<file path="config.mk">
export PLATFORM = sky130hd
export DESIGN_NAME = uartTop
export DESIGN_NICKNAME = d
export VERILOG_FILES = /design/src/common/uartFramePkg.sv /design/src/common/uartHostPkg.sv /design/src/verilog/baudTickGen.sv /design/src/uart/uartTx.sv /design/src/uart/uartRx.sv /design/src/verilog/rxFifo.sv /design/src/verilog/selfTest.sv /design/src/verilog/uartTop.sv
export VERILOG_INCLUDE_DIRS = /design/src /design/src/common
export SDC_FILE = /design/constraint.sdc
export NUM_CORES = 1
export LEC_CHECK = 0
export ABC_AREA = 1
export ABC_CLOCK_PERIOD_IN_PS = 2700
export BUFFER_PORTS_ARGS = -buffer_cell sky130_fd_sc_hd__buf_2
export CAP_MARGIN = 20
export CORE_UTILIZATION = 55
export DETAILED_ROUTE_END_ITERATION = 7
export GPL_TIMING_DRIVEN = 1
export MAX_ROUTING_LAYER = met4
export PLACE_DENSITY = 0.72
export SETUP_SLACK_MARGIN = 0.4
export SLEW_MARGIN = 30
export SYNTH_ARGS = -nofsm -noshare
export SYNTH_HDL_FRONTEND = slang
export SYNTH_HIERARCHICAL = 1
export SYNTH_SLANG_ARGS = --single-unit
</file>
<file path="constraint.sdc">
create_clock -name SysClk -period 2.7 [get_ports SysClk]
set_input_delay 0.405 -clock SysClk [delete_from_list [all_inputs] [get_ports SysClk]]
set_output_delay 0.405 -clock SysClk [all_outputs]
set_load 0.02 [all_outputs]
</file>
<file path="src/common/uart_settings.svh">
`ifndef UART_SETTINGS_SVH
`define UART_SETTINGS_SVH

// **************************************************
// Build-time UART configuration
// **************************************************

`define UART_SYSCLK_HZ   10000000   // SysClk rate
`define UART_BAUD        62500      // Line rate, 16x oversampled
`define UART_DATA_BITS   8          // Data bits per frame
`define UART_STOP_BITS   1          // 1 or 2

// Receive FIFO entries, power of two
`define UART_FIFO_DEPTH  8

// Holding queue size = host credits after reset
`define UART_TX_CREDITS  2

`define UART_BIST_LEN    4          // Bytes per self test
`define UART_BIST_SEED   8'hA5      // First BIST byte

`endif

</file>
<file path="src/common/uartFramePkg.sv">
`default_nettype none

// Serial frame side types
package uartFramePkg;

`include "uart_settings.svh"

	// One data word on the line
	typedef logic [`UART_DATA_BITS-1:0] dataT;

	typedef logic [3:0] bitIdxT;     // Data bit index within a frame
	typedef logic [15:0] tickCntT;   // Baud divisor counter

	// Transmitter FSM
	typedef enum logic [1:0] {
		txIdle, txStart, txData, txStop
	} txStateE;

	// Receiver FSM
	typedef enum logic [1:0] {
		rxIdle, rxStart, rxData, rxStop
	} rxStateE;

	// Self test controller
	typedef enum logic [1:0] {
		bistIdle, bistRun
	} bistStateE;

endpackage

`default_nettype wire

</file>
<file path="src/common/uartHostPkg.sv">
`default_nettype none

// Host side bundles
package uartHostPkg;

`include "uart_settings.svh"

	// Transmit word from host or BIST, spends one credit
	typedef struct packed {
		logic valid;
		uartFramePkg::dataT data;
	} txReqT;

	// Received byte, valid for one cycle
	typedef struct packed {
		logic valid;
		uartFramePkg::dataT data;
	} rxWordT;

	// Host visible status bits
	typedef struct packed {
		logic fifoEmpty;
		logic fifoFull;
		logic fifoOverflow;     // Sticky until reset
		logic txBusy;
		logic bistBusy;
		logic bistError;
	} statusT;

	// Occupancy needs one bit above the index width
	typedef logic [$clog2(`UART_FIFO_DEPTH):0] fifoCntT;

endpackage

`default_nettype wire

</file>
<file path="src/verilog/baudTickGen.sv">
`timescale 1ns/1ps
`default_nettype none

`include "uart_settings.svh"

// 16x oversampling tick from SysClk
module baudTickGen (
	input  wire  SysClk,
	input  wire  arstN,
	output logic tick
);

	// SysClk cycles per oversample tick
	localparam int Divisor = `UART_SYSCLK_HZ / (`UART_BAUD * 16);
	localparam uartFramePkg::tickCntT LastCnt = uartFramePkg::tickCntT'(Divisor - 1);

	uartFramePkg::tickCntT divCnt;

	always_ff @(posedge SysClk or negedge arstN) begin
		if (!arstN) begin
			divCnt <= '0;
			tick   <= 1'b0;
		end else if (divCnt == LastCnt) begin
			divCnt <= '0;           // Wrap, one tick
			tick   <= 1'b1;
		end else begin
			divCnt <= divCnt + 1'b1;
			tick   <= 1'b0;
		end
	end

endmodule

`default_nettype wire

</file>
<file path="src/uart/uartTx.sv">
`timescale 1ns/1ps
`default_nettype none

`include "uart_settings.svh"

// Credit managed holding queue feeding the serial shifter
module uartTx (
	input  wire                 SysClk,
	input  wire                 arstN,
	input  wire                 tick,
	input  uartHostPkg::txReqT  txReq,
	input  wire                 cts,
	output logic                txCredit,
	output logic                txBusy,
	output logic                txLine
);

	localparam int QDepth = `UART_TX_CREDITS;   // Power of two, pointers wrap
	localparam int PtrW   = $clog2(QDepth);
	localparam int OccW   = $clog2(QDepth + 1);

	// **************************************************
	// Holding queue
	// **************************************************
	uartFramePkg::dataT  queue [QDepth];
	logic [PtrW-1:0]     wrPtr, rdPtr;
	logic [OccW-1:0]     occ;
	logic                doLoad;

	uartFramePkg::txStateE state;
	uartFramePkg::dataT    shReg;       // LSB goes out next
	uartFramePkg::bitIdxT  bitIdx;
	logic [1:0]            stopIdx;
	logic [3:0]            ovsCnt;      // Free running tick phase
	logic                  bitEnd;

	// Pull a byte only with the shifter empty and the far end ready
	assign doLoad = (state == uartFramePkg::txIdle) && !txBusy && (occ != '0) && cts;
	assign bitEnd = tick && (ovsCnt == 4'hF);   // 16-tick boundary

	always_ff @(posedge SysClk) begin
		if (txReq.valid)
			queue[wrPtr] <= txReq.data;
	end

	always_ff @(posedge SysClk or negedge arstN) begin
		if (!arstN) begin
			wrPtr    <= '0;
			rdPtr    <= '0;
			occ      <= '0;
			txCredit <= 1'b0;
		end else begin
			if (txReq.valid) wrPtr <= wrPtr + 1'b1;
			if (doLoad) rdPtr <= rdPtr + 1'b1;
			case ({txReq.valid, doLoad})
				2'b10:   occ <= occ + 1'b1;
				2'b01:   occ <= occ - 1'b1;
				default: occ <= occ;
			endcase
			txCredit <= doLoad;     // Credit back one cycle after load
		end
	end

	// **************************************************
	// Frame shifter
	// **************************************************
	always_ff @(posedge SysClk or negedge arstN) begin
		if (!arstN) begin
			state   <= uartFramePkg::txIdle;
			ovsCnt  <= '0;
			bitIdx  <= '0;
			stopIdx <= '0;
			txBusy  <= 1'b0;
			txLine  <= 1'b1;        // Idle high
		end else begin
			if (tick) ovsCnt <= ovsCnt + 1'b1;
			if (doLoad) txBusy <= 1'b1;
			case (state)
				uartFramePkg::txIdle:
					if (txBusy && bitEnd) begin
						state  <= uartFramePkg::txStart;
						txLine <= 1'b0;  // Start bit
					end
				uartFramePkg::txStart:
					if (bitEnd) begin
						state  <= uartFramePkg::txData;
						bitIdx <= '0;
						txLine <= shReg[0];
					end
				uartFramePkg::txData:
					if (bitEnd) begin
						if (bitIdx == uartFramePkg::bitIdxT'(`UART_DATA_BITS - 1)) begin
							state   <= uartFramePkg::txStop;
							stopIdx <= '0;
							txLine  <= 1'b1;
						end else begin
							bitIdx <= bitIdx + 1'b1;
							txLine <= shReg[1];  // Next bit, shReg moves below
						end
					end
				uartFramePkg::txStop:
					if (bitEnd) begin
						if (stopIdx == 2'(`UART_STOP_BITS - 1)) begin
							state  <= uartFramePkg::txIdle;
							txBusy <= 1'b0;      // End of last stop bit
						end else
							stopIdx <= stopIdx + 1'b1;
					end
				default: state <= uartFramePkg::txIdle;
			endcase
		end
	end

	// Payload shift, no reset needed
	always_ff @(posedge SysClk) begin
		if (doLoad)
			shReg <= queue[rdPtr];
		else if (bitEnd && (state == uartFramePkg::txData))
			shReg <= shReg >> 1;
	end

	noQueueOverrun : assert property (@(posedge SysClk) disable iff (!arstN)
		txReq.valid |-> (occ < OccW'(QDepth)))
		else $error("uartTx: write with no credit, queue full");

	idleLineHigh : assert property (@(posedge SysClk) disable iff (!arstN)
		(state == uartFramePkg::txIdle) |-> txLine)
		else $error("uartTx: line low while idle");

endmodule

`default_nettype wire

</file>
<file path="src/uart/uartRx.sv">
`timescale 1ns/1ps
`default_nettype none

`include "uart_settings.svh"

// Start detect, mid-bit sampling, stop check
module uartRx (
	input  wire                  SysClk,
	input  wire                  arstN,
	input  wire                  tick,
	input  wire                  rxLine,
	output uartHostPkg::rxWordT  rxWord,
	output logic                 rxError
);

	logic [1:0] rxSync;     // Two flop synchronizer
	logic       rxPrev;     // Edge history
	logic       lineS;
	logic       fallEdge;

	uartFramePkg::rxStateE state;
	uartFramePkg::dataT    shReg;
	uartFramePkg::bitIdxT  bitIdx;
	logic [1:0]            stopIdx;
	logic [3:0]            ovsCnt;
	logic                  midStart;   // 8th tick into start bit
	logic                  midBit;     // 16 ticks on from last sample

	assign lineS    = rxSync[1];
	assign fallEdge = rxPrev && !lineS;
	assign midStart = tick && (ovsCnt == 4'd7);
	assign midBit   = tick && (ovsCnt == 4'hF);

	always_ff @(posedge SysClk or negedge arstN) begin
		if (!arstN) begin
			rxSync <= 2'b11;        // Line idles high
			rxPrev <= 1'b1;
		end else begin
			rxSync <= {rxSync[0], rxLine};
			rxPrev <= lineS;
		end
	end

	// **************************************************
	// Receive FSM
	// **************************************************
	always_ff @(posedge SysClk or negedge arstN) begin
		if (!arstN) begin
			state   <= uartFramePkg::rxIdle;
			ovsCnt  <= '0;
			bitIdx  <= '0;
			stopIdx <= '0;
			rxWord  <= '0;
			rxError <= 1'b0;
		end else begin
			rxWord.valid <= 1'b0;   // Pulses by default low
			rxError      <= 1'b0;
			if (tick) ovsCnt <= ovsCnt + 1'b1;
			case (state)
				uartFramePkg::rxIdle:
					if (fallEdge) begin
						state  <= uartFramePkg::rxStart;
						ovsCnt <= '0;    // Phase locks to the edge
					end
				uartFramePkg::rxStart:
					if (midStart) begin
						ovsCnt <= '0;
						if (lineS)
							state <= uartFramePkg::rxIdle;   // Glitch, not a start
						else begin
							state  <= uartFramePkg::rxData;
							bitIdx <= '0;
						end
					end
				uartFramePkg::rxData:
					if (midBit) begin
						if (bitIdx == uartFramePkg::bitIdxT'(`UART_DATA_BITS - 1)) begin
							state   <= uartFramePkg::rxStop;
							stopIdx <= '0;
						end else
							bitIdx <= bitIdx + 1'b1;
					end
				uartFramePkg::rxStop:
					if (midBit) begin
						if (!lineS) begin
							rxError <= 1'b1;         // Framing error, byte dropped
							state   <= uartFramePkg::rxIdle;
						end else begin
							// Byte goes out after the first good stop
							if (stopIdx == 2'd0)
								rxWord <= '{valid: 1'b1, data: shReg};
							if (stopIdx == 2'(`UART_STOP_BITS - 1))
								state <= uartFramePkg::rxIdle;
							else
								stopIdx <= stopIdx + 1'b1;
						end
					end
				default: state <= uartFramePkg::rxIdle;
			endcase
		end
	end

	// LSB arrives first, shift in from the top
	always_ff @(posedge SysClk) begin
		if ((state == uartFramePkg::rxData) && midBit)
			shReg <= {lineS, shReg[`UART_DATA_BITS-1:1]};
	end

	validXorError : assert property (@(posedge SysClk) disable iff (!arstN)
		!(rxWord.valid && rxError))
		else $error("uartRx: byte and framing error in the same cycle");

endmodule

`default_nettype wire

</file>
<file path="src/verilog/rxFifo.sv">
`timescale 1ns/1ps
`default_nettype none

`include "uart_settings.svh"

// Receive FIFO, host pops the oldest entry
module rxFifo (
	input  wire                   SysClk,
	input  wire                   arstN,
	input  uartHostPkg::rxWordT   wrWord,
	input  wire                   pop,
	output uartFramePkg::dataT    rdData,
	output uartHostPkg::fifoCntT  count,
	output logic                  fifoFull,
	output logic                  fifoEmpty,
	output logic                  fifoOverflow,
	output logic                  rts
);

	localparam int Depth = `UART_FIFO_DEPTH;
	localparam int PtrW  = $clog2(Depth);

	uartFramePkg::dataT   mem [Depth];
	logic [PtrW-1:0]      wrPtr, rdPtr;    // Natural wrap, depth is 2^n
	uartHostPkg::fifoCntT nextCnt;
	logic                 doWrite, doPop;

	assign doWrite = wrWord.valid && !fifoFull;  // Full drops the byte
	assign doPop   = pop && !fifoEmpty;          // Pop on empty ignored
	assign rdData  = mem[rdPtr];

	always_comb begin
		case ({doWrite, doPop})
			2'b10:   nextCnt = count + 1'b1;
			2'b01:   nextCnt = count - 1'b1;
			default: nextCnt = count;
		endcase
	end

	always_ff @(posedge SysClk) begin
		if (doWrite)
			mem[wrPtr] <= wrWord.data;
	end

	// Pointers and registered flags
	always_ff @(posedge SysClk or negedge arstN) begin
		if (!arstN) begin
			wrPtr        <= '0;
			rdPtr        <= '0;
			count        <= '0;
			fifoEmpty    <= 1'b1;
			fifoFull     <= 1'b0;
			fifoOverflow <= 1'b0;
			rts          <= 1'b1;
		end else begin
			if (doWrite) wrPtr <= wrPtr + 1'b1;
			if (doPop) rdPtr <= rdPtr + 1'b1;
			count     <= nextCnt;
			fifoEmpty <= (nextCnt == '0);
			fifoFull  <= (nextCnt == uartHostPkg::fifoCntT'(Depth));
			rts       <= (nextCnt != uartHostPkg::fifoCntT'(Depth));  // Low while full
			if (wrWord.valid && fifoFull)
				fifoOverflow <= 1'b1;   // Sticky
		end
	end

	countInRange : assert property (@(posedge SysClk) disable iff (!arstN)
		count <= uartHostPkg::fifoCntT'(Depth))
		else $error("rxFifo: occupancy above depth");

endmodule

`default_nettype wire

</file>
<file path="src/verilog/selfTest.sv">
`timescale 1ns/1ps
`default_nettype none

`include "uart_settings.svh"

// BIST: loop TX into RX, send a rotating pattern, compare returns
module selfTest (
	input  wire                  SysClk,
	input  wire                  arstN,
	input  wire                  bistStart,
	input  wire                  txCredit,
	input  uartHostPkg::rxWordT  rxWord,
	output logic                 bistMode,
	output uartHostPkg::txReqT   bistReq,
	output logic                 bistBusy,
	output logic                 bistError
);

	localparam int Len     = `UART_BIST_LEN;
	localparam int CntW    = $clog2(Len + 1);
	localparam int CredW   = $clog2(`UART_TX_CREDITS + 1);
	localparam int FrameCy = (1 + `UART_DATA_BITS + `UART_STOP_BITS) * 16
		* (`UART_SYSCLK_HZ / (`UART_BAUD * 16));
	localparam int WdLimit = (Len + 2) * FrameCy;   // Two frames of slack
	localparam int WdW     = $clog2(WdLimit + 1);

	uartFramePkg::bistStateE state;
	uartFramePkg::dataT      txPat, rxPat;   // Send and expect generators
	logic [CntW-1:0]         sentCnt, rcvCnt;
	logic [CredW-1:0]        credits;
	logic [WdW-1:0]          wdCnt;
	logic                    doSend;

	function automatic uartFramePkg::dataT rotl(input uartFramePkg::dataT d);
		return {d[`UART_DATA_BITS-2:0], d[`UART_DATA_BITS-1]};
	endfunction

	// Same credit rule as the host
	assign doSend   = (state == uartFramePkg::bistRun) && (sentCnt != CntW'(Len))
		&& (credits != '0);
	assign bistBusy = (state != uartFramePkg::bistIdle);

	always_ff @(posedge SysClk or negedge arstN) begin
		if (!arstN) begin
			state     <= uartFramePkg::bistIdle;
			bistMode  <= 1'b0;
			bistError <= 1'b0;
			bistReq   <= '0;
			sentCnt   <= '0;
			rcvCnt    <= '0;
			credits   <= '0;
			wdCnt     <= '0;
			txPat     <= '0;
			rxPat     <= '0;
		end else begin
			bistReq <= '{valid: doSend, data: txPat};
			case (state)
				uartFramePkg::bistIdle:
					if (bistStart) begin
						state     <= uartFramePkg::bistRun;
						bistMode  <= 1'b1;      // Loopback on, pin held high
						bistError <= 1'b0;
						sentCnt   <= '0;
						rcvCnt    <= '0;
						credits   <= CredW'(`UART_TX_CREDITS);
						wdCnt     <= '0;
						txPat     <= `UART_BIST_SEED;
						rxPat     <= `UART_BIST_SEED;
					end
				uartFramePkg::bistRun: begin
					wdCnt <= wdCnt + 1'b1;
					case ({txCredit, doSend})
						2'b10:   credits <= credits + 1'b1;
						2'b01:   credits <= credits - 1'b1;
						default: credits <= credits;
					endcase
					if (doSend) begin
						sentCnt <= sentCnt + 1'b1;
						txPat   <= rotl(txPat);
					end
					if (rxWord.valid) begin
						if (rxWord.data != rxPat) bistError <= 1'b1;
						rxPat  <= rotl(rxPat);
						rcvCnt <= rcvCnt + 1'b1;
					end
					// Done on last return, or watchdog
					if (rxWord.valid && (rcvCnt == CntW'(Len - 1))) begin
						state    <= uartFramePkg::bistIdle;
						bistMode <= 1'b0;
					end else if (wdCnt == WdW'(WdLimit)) begin
						state     <= uartFramePkg::bistIdle;
						bistMode  <= 1'b0;
						bistError <= 1'b1;   // Bytes lost in the loop
					end
				end
				default: state <= uartFramePkg::bistIdle;
			endcase
		end
	end

	// Credits come back from uartTx, never more than handed out
	creditBound : assert property (@(posedge SysClk) disable iff (!arstN)
		credits <= CredW'(`UART_TX_CREDITS))
		else $error("selfTest: more credits returned than spent");

endmodule

`default_nettype wire

</file>
<file path="src/verilog/uartTop.sv">
`timescale 1ns/1ps
`default_nettype none

// UART subsystem top, pin controlled
module uartTop (
	input  wire                  SysClk,
	input  wire                  arstN,
	input  uartHostPkg::txReqT   txReq,
	output logic                 txCredit,
	input  wire                  cts,
	output logic                 tx,
	input  wire                  rx,
	output logic                 rts,
	input  wire                  pop,
	output uartFramePkg::dataT   rdData,
	output logic                 rxError,
	input  wire                  bistStart,
	output uartHostPkg::statusT  status
);

	logic                 tick;
	logic                 txLine, rxIn;      // Shifter out, receiver in
	logic                 txCreditInt, txBusy;
	logic                 bistMode, bistBusy, bistError;
	logic                 fifoFull, fifoEmpty, fifoOverflow;
	uartHostPkg::txReqT   bistReq, txSrc;
	uartHostPkg::rxWordT  rxWord, fifoWord, bistWord;

	// **************************************************
	// Loopback muxing and steering
	// **************************************************
	assign txSrc    = bistMode ? bistReq : txReq;
	assign rxIn     = bistMode ? txLine : rx;     // Internal loop in BIST
	assign tx       = bistMode ? 1'b1 : txLine;   // Pin isolated during BIST
	assign txCredit = txCreditInt && !bistMode;   // BIST keeps its own credits
	assign fifoWord = '{valid: rxWord.valid && !bistMode, data: rxWord.data};
	assign bistWord = '{valid: rxWord.valid && bistMode, data: rxWord.data};

	assign status = '{fifoEmpty: fifoEmpty, fifoFull: fifoFull,
		fifoOverflow: fifoOverflow, txBusy: txBusy,
		bistBusy: bistBusy, bistError: bistError};

	baudTickGen baudGen (.SysClk, .arstN, .tick);

	uartTx transmitter (.SysClk, .arstN, .tick, .txReq(txSrc), .cts,
		.txCredit(txCreditInt), .txBusy, .txLine);

	uartRx receiver (.SysClk, .arstN, .tick, .rxLine(rxIn), .rxWord, .rxError);

	rxFifo fifo (.SysClk, .arstN, .wrWord(fifoWord), .pop, .rdData,
		.count(), .fifoFull, .fifoEmpty, .fifoOverflow, .rts);

	selfTest bist (.SysClk, .arstN, .bistStart, .txCredit(txCreditInt),
		.rxWord(bistWord), .bistMode, .bistReq, .bistBusy, .bistError);

	noHostWriteInBist : assert property (@(posedge SysClk) disable iff (!arstN)
		status.bistBusy |-> !txReq.valid)
		else $error("uartTop: host write during self test");

endmodule

`default_nettype wire

</file>
Yosys cells after proc, flatten, opt, wreduce, memory -nomap -nowiden
Memory sizes are Yosys's and may differ from the RTL's.
Cells that the tools add are included.
{"block": "word_totals", "reg_bits": 142, "out_inout_bits": 18, "mem_bits_rw": 80, "n_memories": 2, "input_bits": 15, "wordCells": 264}
{"memory": "fifo.mem", "depth": 8, "width": 8, "read_ports": 1, "rd_clocked_by_memory_dff": 0, "write_ports": 1, "line_no": "rxFifo.sv:23", "source": "uartFramePkg::dataT mem [Depth];"}
{"memory": "transmitter.queue", "depth": 2, "width": 8, "read_ports": 1, "rd_clocked_by_memory_dff": 0, "write_ports": 1, "line_no": "uartTx.sv:25", "source": "uartFramePkg::dataT queue [QDepth];"}
{"block": "op_classes", "n_mux": 98, "n_reduce_logical": 55, "addsub": 20, "n_eq_ne": 48}
{"operator": "2-bit 2-to-1 mux", "n": 27}
{"operator": "9-bit 2-to-1 mux", "n": 5}
{"operator": "4-bit 2-to-1 mux", "n": 10}
{"operator": "8-bit 2-to-1 mux", "n": 5}
{"operator": "4-bit one-hot mux with 2 select lines", "n": 4}
{"operator": "8-bit one-hot mux with 2 select lines", "n": 2}
{"operator": "14-bit one-hot mux with 2 select lines", "n": 1}
{"operator": "1-bit 2-to-1 mux", "n": 26}
{"operator": "2-bit by 1-bit != test with 1-bit output (second input constant)", "n": 13}
{"operator": "2-bit one-hot mux with 2 select lines", "n": 6}
{"operator": "4-bit by 1-bit adder with 4-bit output (second input constant)", "n": 5}
{"operator": "2-bit nonzero test", "n": 10}
{"operator": "1-bit logical AND", "n": 19}
{"operator": "6-bit AND reduction", "n": 3}
{"operator": "16-bit by 1-bit adder with 16-bit output (second input constant)", "n": 1}
{"operator": "16-bit by 4-bit equality test with 1-bit output (second input constant)", "n": 1}
{"operator": "16-bit 2-to-1 mux", "n": 1}
{"operator": "2-bit one-hot mux with 4 select lines", "n": 2}
{"operator": "14-bit by 1-bit adder with 14-bit output (second input constant)", "n": 1}
{"operator": "14-bit equality test (second input constant)", "n": 1}
{"operator": "2-bit equality test (second input constant)", "n": 7}
{"operator": "14-bit 2-to-1 mux", "n": 1}
{"operator": "2-bit != test (second input constant)", "n": 7}
{"operator": "3-bit by 1-bit adder with 3-bit output (second input constant)", "n": 4}
{"operator": "other kinds (23)", "n": 59}

Logic depth before layout (Yosys ltp)
Gate-level depths: netlist of run 1.
{"block": "logic_depth", "word_depth": 8, "depth_mapped": 19, "depth_no_buf": 18}

Modules after synthesis
Netlist of run 1, hierarchy kept.
{"module": "rxFifo", "n_inst": 1, "area_each_um2": 3243.1, "cells_each": 271, "seq_area_each_um2": 2274.7}
{"module": "selfTest", "n_inst": 1, "area_each_um2": 2374.8, "cells_each": 269, "seq_area_each_um2": 1226.2}
{"module": "uartTx", "n_inst": 1, "area_each_um2": 2005.7, "cells_each": 183, "seq_area_each_um2": 1197.4}
{"module": "uartRx", "n_inst": 1, "area_each_um2": 1425.1, "cells_each": 140, "seq_area_each_um2": 869.6}
{"module": "baudTickGen", "n_inst": 1, "area_each_um2": 924.6, "cells_each": 117, "seq_area_each_um2": 425.4}
{"module": "uartTop", "n_inst": 1, "area_each_um2": 201.4, "cells_each": 45, "seq_area_each_um2": 0.0}

Worst setup path before layout of run 1
No wires, ideal clock.
{"block": "synth_path", "kind": "flip-flop to flip-flop", "from": "register bist.bistMode", "to": "register fifo.fifoFull", "arrival_time_ns": 2.132, "stages_incl_launch_ff": 18, "path_buffers": 2, "period_less_slack_ns": 2.209, "t_required_ns": 2.623, "setup_time_ns": 0.077, "setup_slack_ns": 0.491, "cell_sequence": "dfrtp_1 -> buf_4 -> buf_6 -> nor2_1 -> inv_1 -> nor2_4 -> inv_1 -> ha_1 -> nor2_1 -> nor2_2 -> ha_1 -> a21oi_1 -> inv_1 -> nand2_1 -> nand3_1 -> nand2_1 -> nand2_1 -> a21oi_1"}
{"element": "start, declared", "line_no": "selfTest.sv:13", "source": "output logic bistMode,"}
{"element": "start signal, assigned", "line_no": "selfTest.sv:46", "source": "bistMode <= 1'b0;"}
{"element": "start signal, assigned", "line_no": "selfTest.sv:61", "source": "bistMode <= 1'b1;"}
{"element": "start signal, assigned", "line_no": "selfTest.sv:89", "source": "bistMode <= 1'b0;"}
{"element": "end signal, assigned", "line_no": "rxFifo.sv:60", "source": "fifoFull <= (nextCnt == uartHostPkg::fifoCntT'(Depth));"}
{"element": "end, declared", "line_no": "rxFifo.sv:14", "source": "output logic fifoFull,"}

Worst setup path in the final report of run 1
{"block": "layout_path", "from": "register fifo.rdPtr[1]", "to": "output port rdData[0]"}
{"block": "layout_via", "elab_chain_len": 1}
{"element": "start, declared", "line_no": "rxFifo.sv:24", "source": "logic [PtrW-1:0] wrPtr, rdPtr;"}
{"element": "start signal, assigned", "line_no": "rxFifo.sv:57", "source": "if (doPop) rdPtr <= rdPtr + 1'b1;"}
{"element": "memory 8 x 8 bit"}
{"element": "end, declared", "line_no": "uartTop.sv:15", "source": "output uartFramePkg::dataT rdData,"}
Every way passes these cells.

==> metrics, run 1 <==
unrepaired setup endpoints after global routing true; capture point of the worst reg-to-reg path fifo/fifoFull$_DFF_PN0_; num ports 33; slowest stage delay, CP 0.53 ns; Hold Vio Cnt, Final 0; Die ar. 0.01905 mm2; Leakage between 5 and 6 nW; #FFs+latches synth 220; vias in the first global route 6917; Final WS setup 0.4067 ns; largest cells by area after synthesis dfrtp_1, edfxtp_1, nand2_1; Synth cell types 47; Max FO, Critical Path 8; Reg2Reg Depth 15; sequential area share after synthesis between 50% and 60%; # DRC 0; outcome complete, no violations; gr usage total 21.55%; Reg2Reg Setup Slack 0.68 ns; GP Congestion between 0.8 and 0.9; CP Data Arrival Time 1.89 ns; Synth Warn # 6; final setup violating endpoints 0; Non-Filler Instances 1330; synthesized area 0.01017 mm2; PortBufs 32; Critical Path End rdData[0]; Setup Slack @ Placement approximately 0.48 ns; Mapped Cells ~1000; routed wire length per instance approximately 14 um; sw power 2.419 mW; mean post-synth cell area 9.927 um2; initial antenna violation count 0; Max Cap Violations 0; ratio of cells with drive above 1 in the final layout around 16%; largest net degree at the start of global routing 84; Routed WL 19140 um; WP depth 6; kind of end point of the critical path primary output; Worst-Skew Late Latency 0.52 ns; Clk pwr share 36.2%; total gr overflow 0; ant diodes 0; f_max between 400 and 500 MHz; nets 1124; Peak VDD IR between 0.0008 and 0.0009 V; element type at the critical path start flop; Comb pwr share between 10% and 20%; top cells by count, synth nand2_1, nor2_1, dfrtp_1; main flop type after synthesis dfrtp_1; die height 138.0 um; dpl hpwl 12590 um; core box area 0.01802 mm2; Worst-path clk slew 0.06 ns; TritonCTS clock tree yes; DP Cell Count 1273; Detail Route Antenna Nets 0; syn nets 1065; Worst Setup SP fifo/rdPtr[1]$_DFFE_PN0N_; Top Family by Delay on Critical Path flip-flops; post-route setup TNS 0 ns; most frequent cell after synthesis nand2_1; RR Startpoint bist/bistMode$_DFFE_PN0P_; Worst Path Buf+Inv 2; Initial Util 56.45%; H-tree depth reported by CTS 1; Least-Margin Pin Slew around 0.78 ns; Worst EP required 2.30 ns; EDFF count, synth 96; row count slightly below 50; number of buffers created by CTS 23; die width 138.0 um; Relative slew margins 48.24%; first-pass GRT wire length roughly 33000 um; routed vias 6947; max-slew violations 0; Clock Skew 0.02078 ns; sw frac 28.23%; Seq pwr share between 40% and 50%; design internal power 6.150 mW; # clock sinks 220; ys async rst share between 50% and 60%; area delta synth->final 13.18%; top cell type's share of synthesized area 29.02%; Power Dens Cells 744.2 mW/mm2; Iter 0 DRT Violations 418; Crit Path Class flop to primary output; min Tclk post-route 2.293 ns; Max clock buf depth 3; crit path cell chain buf_4 > o21ai_1 > o22ai_1 > nor2_1 > a31oi_1 > buf_4; drt first pass iters 5; type of the worst min-delay path input port to flop; Clk Tree Root Cell clkbuf_16; cell taking the most area after synthesis dfrtp_1; DR vias/cell 5.223; Tcrit/Tclk final 84.94%; crit path max-delay cell type dfrtp_2; cell mode on critical path buf_4
## worst reg2reg max path, stage by stage (launching register included)
cell and delay [ns]:
dfrtp_1 0.39, nor2_2 0.12, inv_1 0.07, nor2_4 0.11, inv_1 0.09, ha_2 0.21, nor2_1 0.11, nor2_2 0.06
ha_1 0.17, a21oi_1 0.16, inv_1 0.05, nand2_1 0.06, nand3_1 0.06, nand2_1 0.08, nand2_1 0.08, a21oi_1 0.11
## area by class of cell
class                      count  area (um2)
tap                          229       286.5
sequential                   220        5996
inverter                     113       455.4
fill                        1447        6509
timing repair buffer          61       452.9
clock inverter                10       106.4
clock buffer                  32       639.4
multi-input combinational    664        3563
timing repair inverter         1       16.27
## placed cells by master (no fill, tap or decap), drive strengths merged, types with 8 or more instances in the layout
| cell type | n |
|---|---|
| dfrtp | 118 |
| xnor2 | 15 |
| edfxtp | 96 |
| buf | 60 |
| o22ai | 15 |
| ha | 25 |
| nor2 | 148 |
| o21ai | 73 |
| nand4 | 19 |
| a21oi | 16 |
| a31oi | 8 |
| clkinv | 10 |
| clkbuf | 32 |
| inv | 111 |
| nand3 | 51 |
| xor2 | 16 |
| nand2 | 247 |
## how the worst min path moves through the flow
stage                                            start  cells after the start                            to
after detailed placement  receiver/rxSync[0]$_DFF_PN1_                      0  receiver/rxSync[1]$_DFF_PN1_
after global placement    receiver/rxSync[0]$_DFF_PN1_                      0  receiver/rxSync[1]$_DFF_PN1_
after floorplan                                  arstN                      0   baudGen/divCnt[0]$_DFF_PN0_
after global routing                                rx                      3  receiver/rxSync[0]$_DFF_PN1_
final                                               rx                      3  receiver/rxSync[0]$_DFF_PN1_
after CTS                                           rx                      3  receiver/rxSync[0]$_DFF_PN1_
## layer usage
| metal | wire (um) | GRT usage [%] |
|---|---|---|
| met2 | 9490 | 36.29 |
| met4 | 330 | 5.379 |
| met1 | 8518 | 27.49 |
| met3 | 802 | 3.117 |
| met5 | 0 | - |
## logic make-up (layout without fill, tap and decap cells)
logic type,Yosys count,after routing,synth area share (%)
simple gates,479,479,21.53
flops,220,220,58.90
buf+inv,141,217,6.481
compound gates,126,126,7.034
xor+xnor,31,31,2.668
fa+ha+maj,25,25,3.074
mux,3,3,0.3074
## through the flow
stage	util, %	hold slack [ns]	power [mW]	cell area, um2
final	63.89	0.1592	8.570	11520
after global placement	58.39	0.3471	5.114	10520
after CTS	63.43	0.1487	8.529	11430
after global routing	63.89	0.1756	8.987	11520
after floorplan	-	0.1094	4.860	10170
after detailed placement	58.39	0.3473	5.151	10520
## timing repair
item,4_1_cts,5_1_grt
gates cloned,1,0
resized for setup,18,27
endpoints found under the setup margin,8,12
buffers inserted,11,2
pin swaps,2,10
hold endpoints to repair,57,0
hold buffers,1,0
## power groups by stage
stage | registers [mW] | logic (mW) | clock network [mW]
CTS | 3.76 | 1.59 | 3.18
global route | 3.79 | 1.88 | 3.31
global placement | 3.83 | 1.29 | 0
finish | 3.77 | 1.70 | 3.11
detailed placement | 3.83 | 1.32 | 0
floorplan | 3.76 | 1.10 | 0
## registers in the layout (all words and copies together), names as in the netlist, 9 cells and up, named ones only
register	cells
baudGen/divCnt	16
bist/bistReq	9
bist/wdCnt	14
fifo/mem	64
receiver/rxWord	9
transmitter/queue	16
No activity file was read; power rests on OpenSTA's default activity.
==> inputs of run 2 (changes only) <==
--- a/config.mk
+++ b/config.mk
@@ -7,7 +7,7 @@
 export NUM_CORES = 1
 export LEC_CHECK = 0
 export ABC_AREA = 1
-export ABC_CLOCK_PERIOD_IN_PS = 2700
+export ABC_CLOCK_PERIOD_IN_PS = 2400
 export BUFFER_PORTS_ARGS = -buffer_cell sky130_fd_sc_hd__buf_2
 export CAP_MARGIN = 20
 export CORE_UTILIZATION = 55
==> constraint.sdc (replaced) <==
create_clock -name SysClk -period 2.4 [get_ports SysClk]
set_input_delay 0.36 -clock SysClk [delete_from_list [all_inputs] [get_ports SysClk]]
set_output_delay 0.36 -clock SysClk [all_outputs]
set_load 0.02 [all_outputs]
==> run 2 against run 1 <==
Against the previous run: die area stayed put; global-route usage rose by 0.33 points; non-clock buffer count grew 6; final area is 1.9% higher; utilization rose by 1.2 points; hold slack worse by 0.052 ns; combinational power grew 24%; clock power up 23%; flip-flop and latch count unchanged.
==> metrics, run 2 (synthesis results as in run 1) <==
Non-Filler Instances 1335 (+0.38%); min Tclk post-route roughly 2.2 ns; kind of end point of the critical path primary output; max-slew violations 0 (unchanged); # fillers 1408 (-2.7%); Reg2Reg Depth 15 (unchanged); number of buffers created by CTS 23 (unchanged); Least-Margin Pin Slew 0.7070 ns (-0.06938 ns); Worst-path clk slew 0.06 ns (about the same); PortBufs 32 (unchanged); Clk Tree Root Cell clkbuf_16; TritonCTS clock tree yes; Tcrit/Tclk final 90.52%; core box area 0.01802 mm2 (unchanged); # DRC 0 (unchanged); Max FO, Critical Path 16 (+8); gr usage total 21.88% (+0.33 points); Hold Vio Cnt, Final 0 (unchanged); Reg2Reg Setup Slack 0.41 ns (-0.27 ns); Worst-Skew Late Latency 0.51 ns (about the same); Setup Slack @ Placement 0.3860 ns (-0.09584 ns); multi-input combinational cell area 0.003626 mm2 (+1.8%); Largest register FFs 64 (unchanged); DP Cell Count 1277 (+0.31%); final setup violating endpoints 0 (unchanged); Peak VDD IR 0.0008052 V (-0.81%); routed wire length per instance 14.80 um (+2.8%); Reg with most FFs fifo/mem; Worst Path Buf+Inv 3 (+1); most frequent cells in the layout nand2_1, nor2_1, dfrtp_1, edfxtp_1, inv_1; num ports 33 (unchanged); Worst Hold Depth 3 (unchanged); Routed WL 19760 um (+3.2%); # clock sinks 220 (unchanged); Clock Skew 0.01379 ns (-0.006987 ns); vias in the first global route 6865 (-0.75%); H-tree depth reported by CTS 1 (unchanged); Relative slew margins 52.55% (+4.3 points); RR Startpoint bist/bistMode$_DFFE_PN0P_; Worst EP required 2.04 ns (-0.26 ns); Max Cap Violations 0 (unchanged); CP Data Arrival Time 1.81 ns (-0.08 ns); Reg area 0.005997 mm2 (about the same); Die ar. 0.01905 mm2 (unchanged); unrepaired setup endpoints after global routing true; largest net degree at the start of global routing 56 (-33%); drt first pass iters 5 (unchanged); routed vias 7013 (+0.95%); Final WS setup 0.2275 ns (-0.1792 ns); area delta synth->final 15.31%; crit path cell chain buf_12 > inv_16 > o21ai_0 > o22ai_1 > nor2_1 > a31oi_1 > buf_4; die height 138.0 um (unchanged); post-route setup TNS 0 ns (unchanged); outcome complete, no violations; slowest stage delay, CP 0.42 ns (-0.11 ns); element type at the critical path start flop; initial antenna violation count 0 (unchanged); DR vias/cell 5.253 (+0.57%); Leakage 5.160 nW (+1.2%); f_max between 400 and 500 MHz; Layout Utilization 65.09% (+1.2 points); worst hold start rx; Largest regs fifo/mem x64, baudGen/divCnt x16, transmitter/queue x16; most common cell after layout, fill and taps aside nand2_1; die width 138.0 um (unchanged); first-pass GRT wire length 33030 um (+0.86%); Initial Util 56.45% (unchanged); Power Dens Cells 865.2 mW/mm2 (+16%); dpl hpwl 12620 um (+0.27%); capture point of the worst reg-to-reg path fifo/fifoFull$_DFF_PN0_; ratio of cells with drive above 1 in the final layout 18.54% (+2.4 points); Max clock buf depth 3 (unchanged); total gr overflow 0 (unchanged); row count 49 (unchanged); type of the worst min-delay path input port to flop; dpl cell area 0.01061 mm2 (+0.78%); Detail Route Antenna Nets 0 (unchanged); crit path max-delay cell type dfrtp_2; nets 1130 (+0.53%); Iter 0 DRT Violations 375 (-10%); Top Family by Delay on Critical Path flip-flops; ant diodes 0 (unchanged); GP Congestion 0.8830 (-0.56%); Crit Path Class flop to primary output; Hold Crit Endpoint receiver/rxSync[0]$_DFF_PN1_; final instance area 0.01173 mm2 (+1.9%)
-- run 2: area by class of cell --
class | instances | share of cell area, %
Clock buffer | 32 | 5.482
Timing Repair Buffer | 67 | 4.618
Timing Repair inverter | 1 | 0.1386
Inverter | 113 | 3.861
Multi-Input combinational cell | 664 | 30.91
Sequential cell | 220 | 51.11
Tap cell | 229 | 2.442
Clock inverter | 9 | 1.440
-- run 2: worst register-to-register path, cell delays in order, from the launching register on --
cell	delay (ns)
dfrtp_2	0.42
nor2_4	0.10
inv_2	0.05
nor2_4	0.13
inv_2	0.07
ha_4	0.18
nor2_4	0.13
nor2_4	0.05
ha_4	0.15
a21oi_2	0.14
inv_1	0.08
nand2_2	0.08
nand3_2	0.07
nand2_2	0.09
nand2_2	0.08
a21oi_2	0.10
-- run 2: how the worst max path moves through the flow --
stage / endpoint / slack, ns / cells after the start / startpoint
finish: rdData[1] / 0.23 / 7 / fifo/rdPtr[0]$_DFFE_PN0N_
global route: rdData[3] / 0.14 / 6 / fifo/rdPtr[0]$_DFFE_PN0N_
floorplan: fifo/fifoFull$_DFF_PN0_ / 0.34 / 16 / bist/bistMode$_DFFE_PN0P_
detailed placement: fifo/fifoFull$_DFF_PN0_ / 0.39 / 14 / bist/bistMode$_DFFE_PN0P_
global placement: transmitter/shReg[6]$_DFFE_PP_ / 0.37 / 5 / transmitter/ovsCnt[0]$_DFFE_PN0P_
CTS: rdData[6] / 0.20 / 7 / fifo/rdPtr[0]$_DFFE_PN0N_
-- run 2: repair_timing --
action,4_1_cts,5_1_grt
setup buffers,9,4
endpoints found under the hold margin,31,0
gates cloned,2,1
pin swaps,6,17
hold buffers,1,0
setup endpoints to repair,11,22
resized for setup,26,31
-- run 2: metrics by stage --
stage	hold slack [ns]	total power, mW
6_report	0.1069	10.15
5_1_grt	0.1038	10.55
4_1_cts	0.09503	9.999
3_5_place_dp	0.3514	5.836
3_3_place_gp	0.3493	5.793
2_1_floorplan	0.06441	5.483
-- run 2: metal layers --
| layer | wire [um] | global-route usage [%] | share of wire (%) |
|---|---|---|---|
| met5 | 0 | - | 0 |
| met1 | 9075 | 28.70 | 46 |
| met3 | 675 | 2.563 | 3.4 |
| met4 | 395 | 5.784 | 2.0 |
| met2 | 9610 | 36.29 | 49 |
-- run 2: power by group --
part / total [mW] / switching, mW / internal (mW) / leakage (nW)
registers: 4.23 / 0.163 / 4.07 / 2.24
logic: 2.10 / 1.24 / 0.852 / 2.53
clock network: 3.82 / 1.42 / 2.40 / 0.399
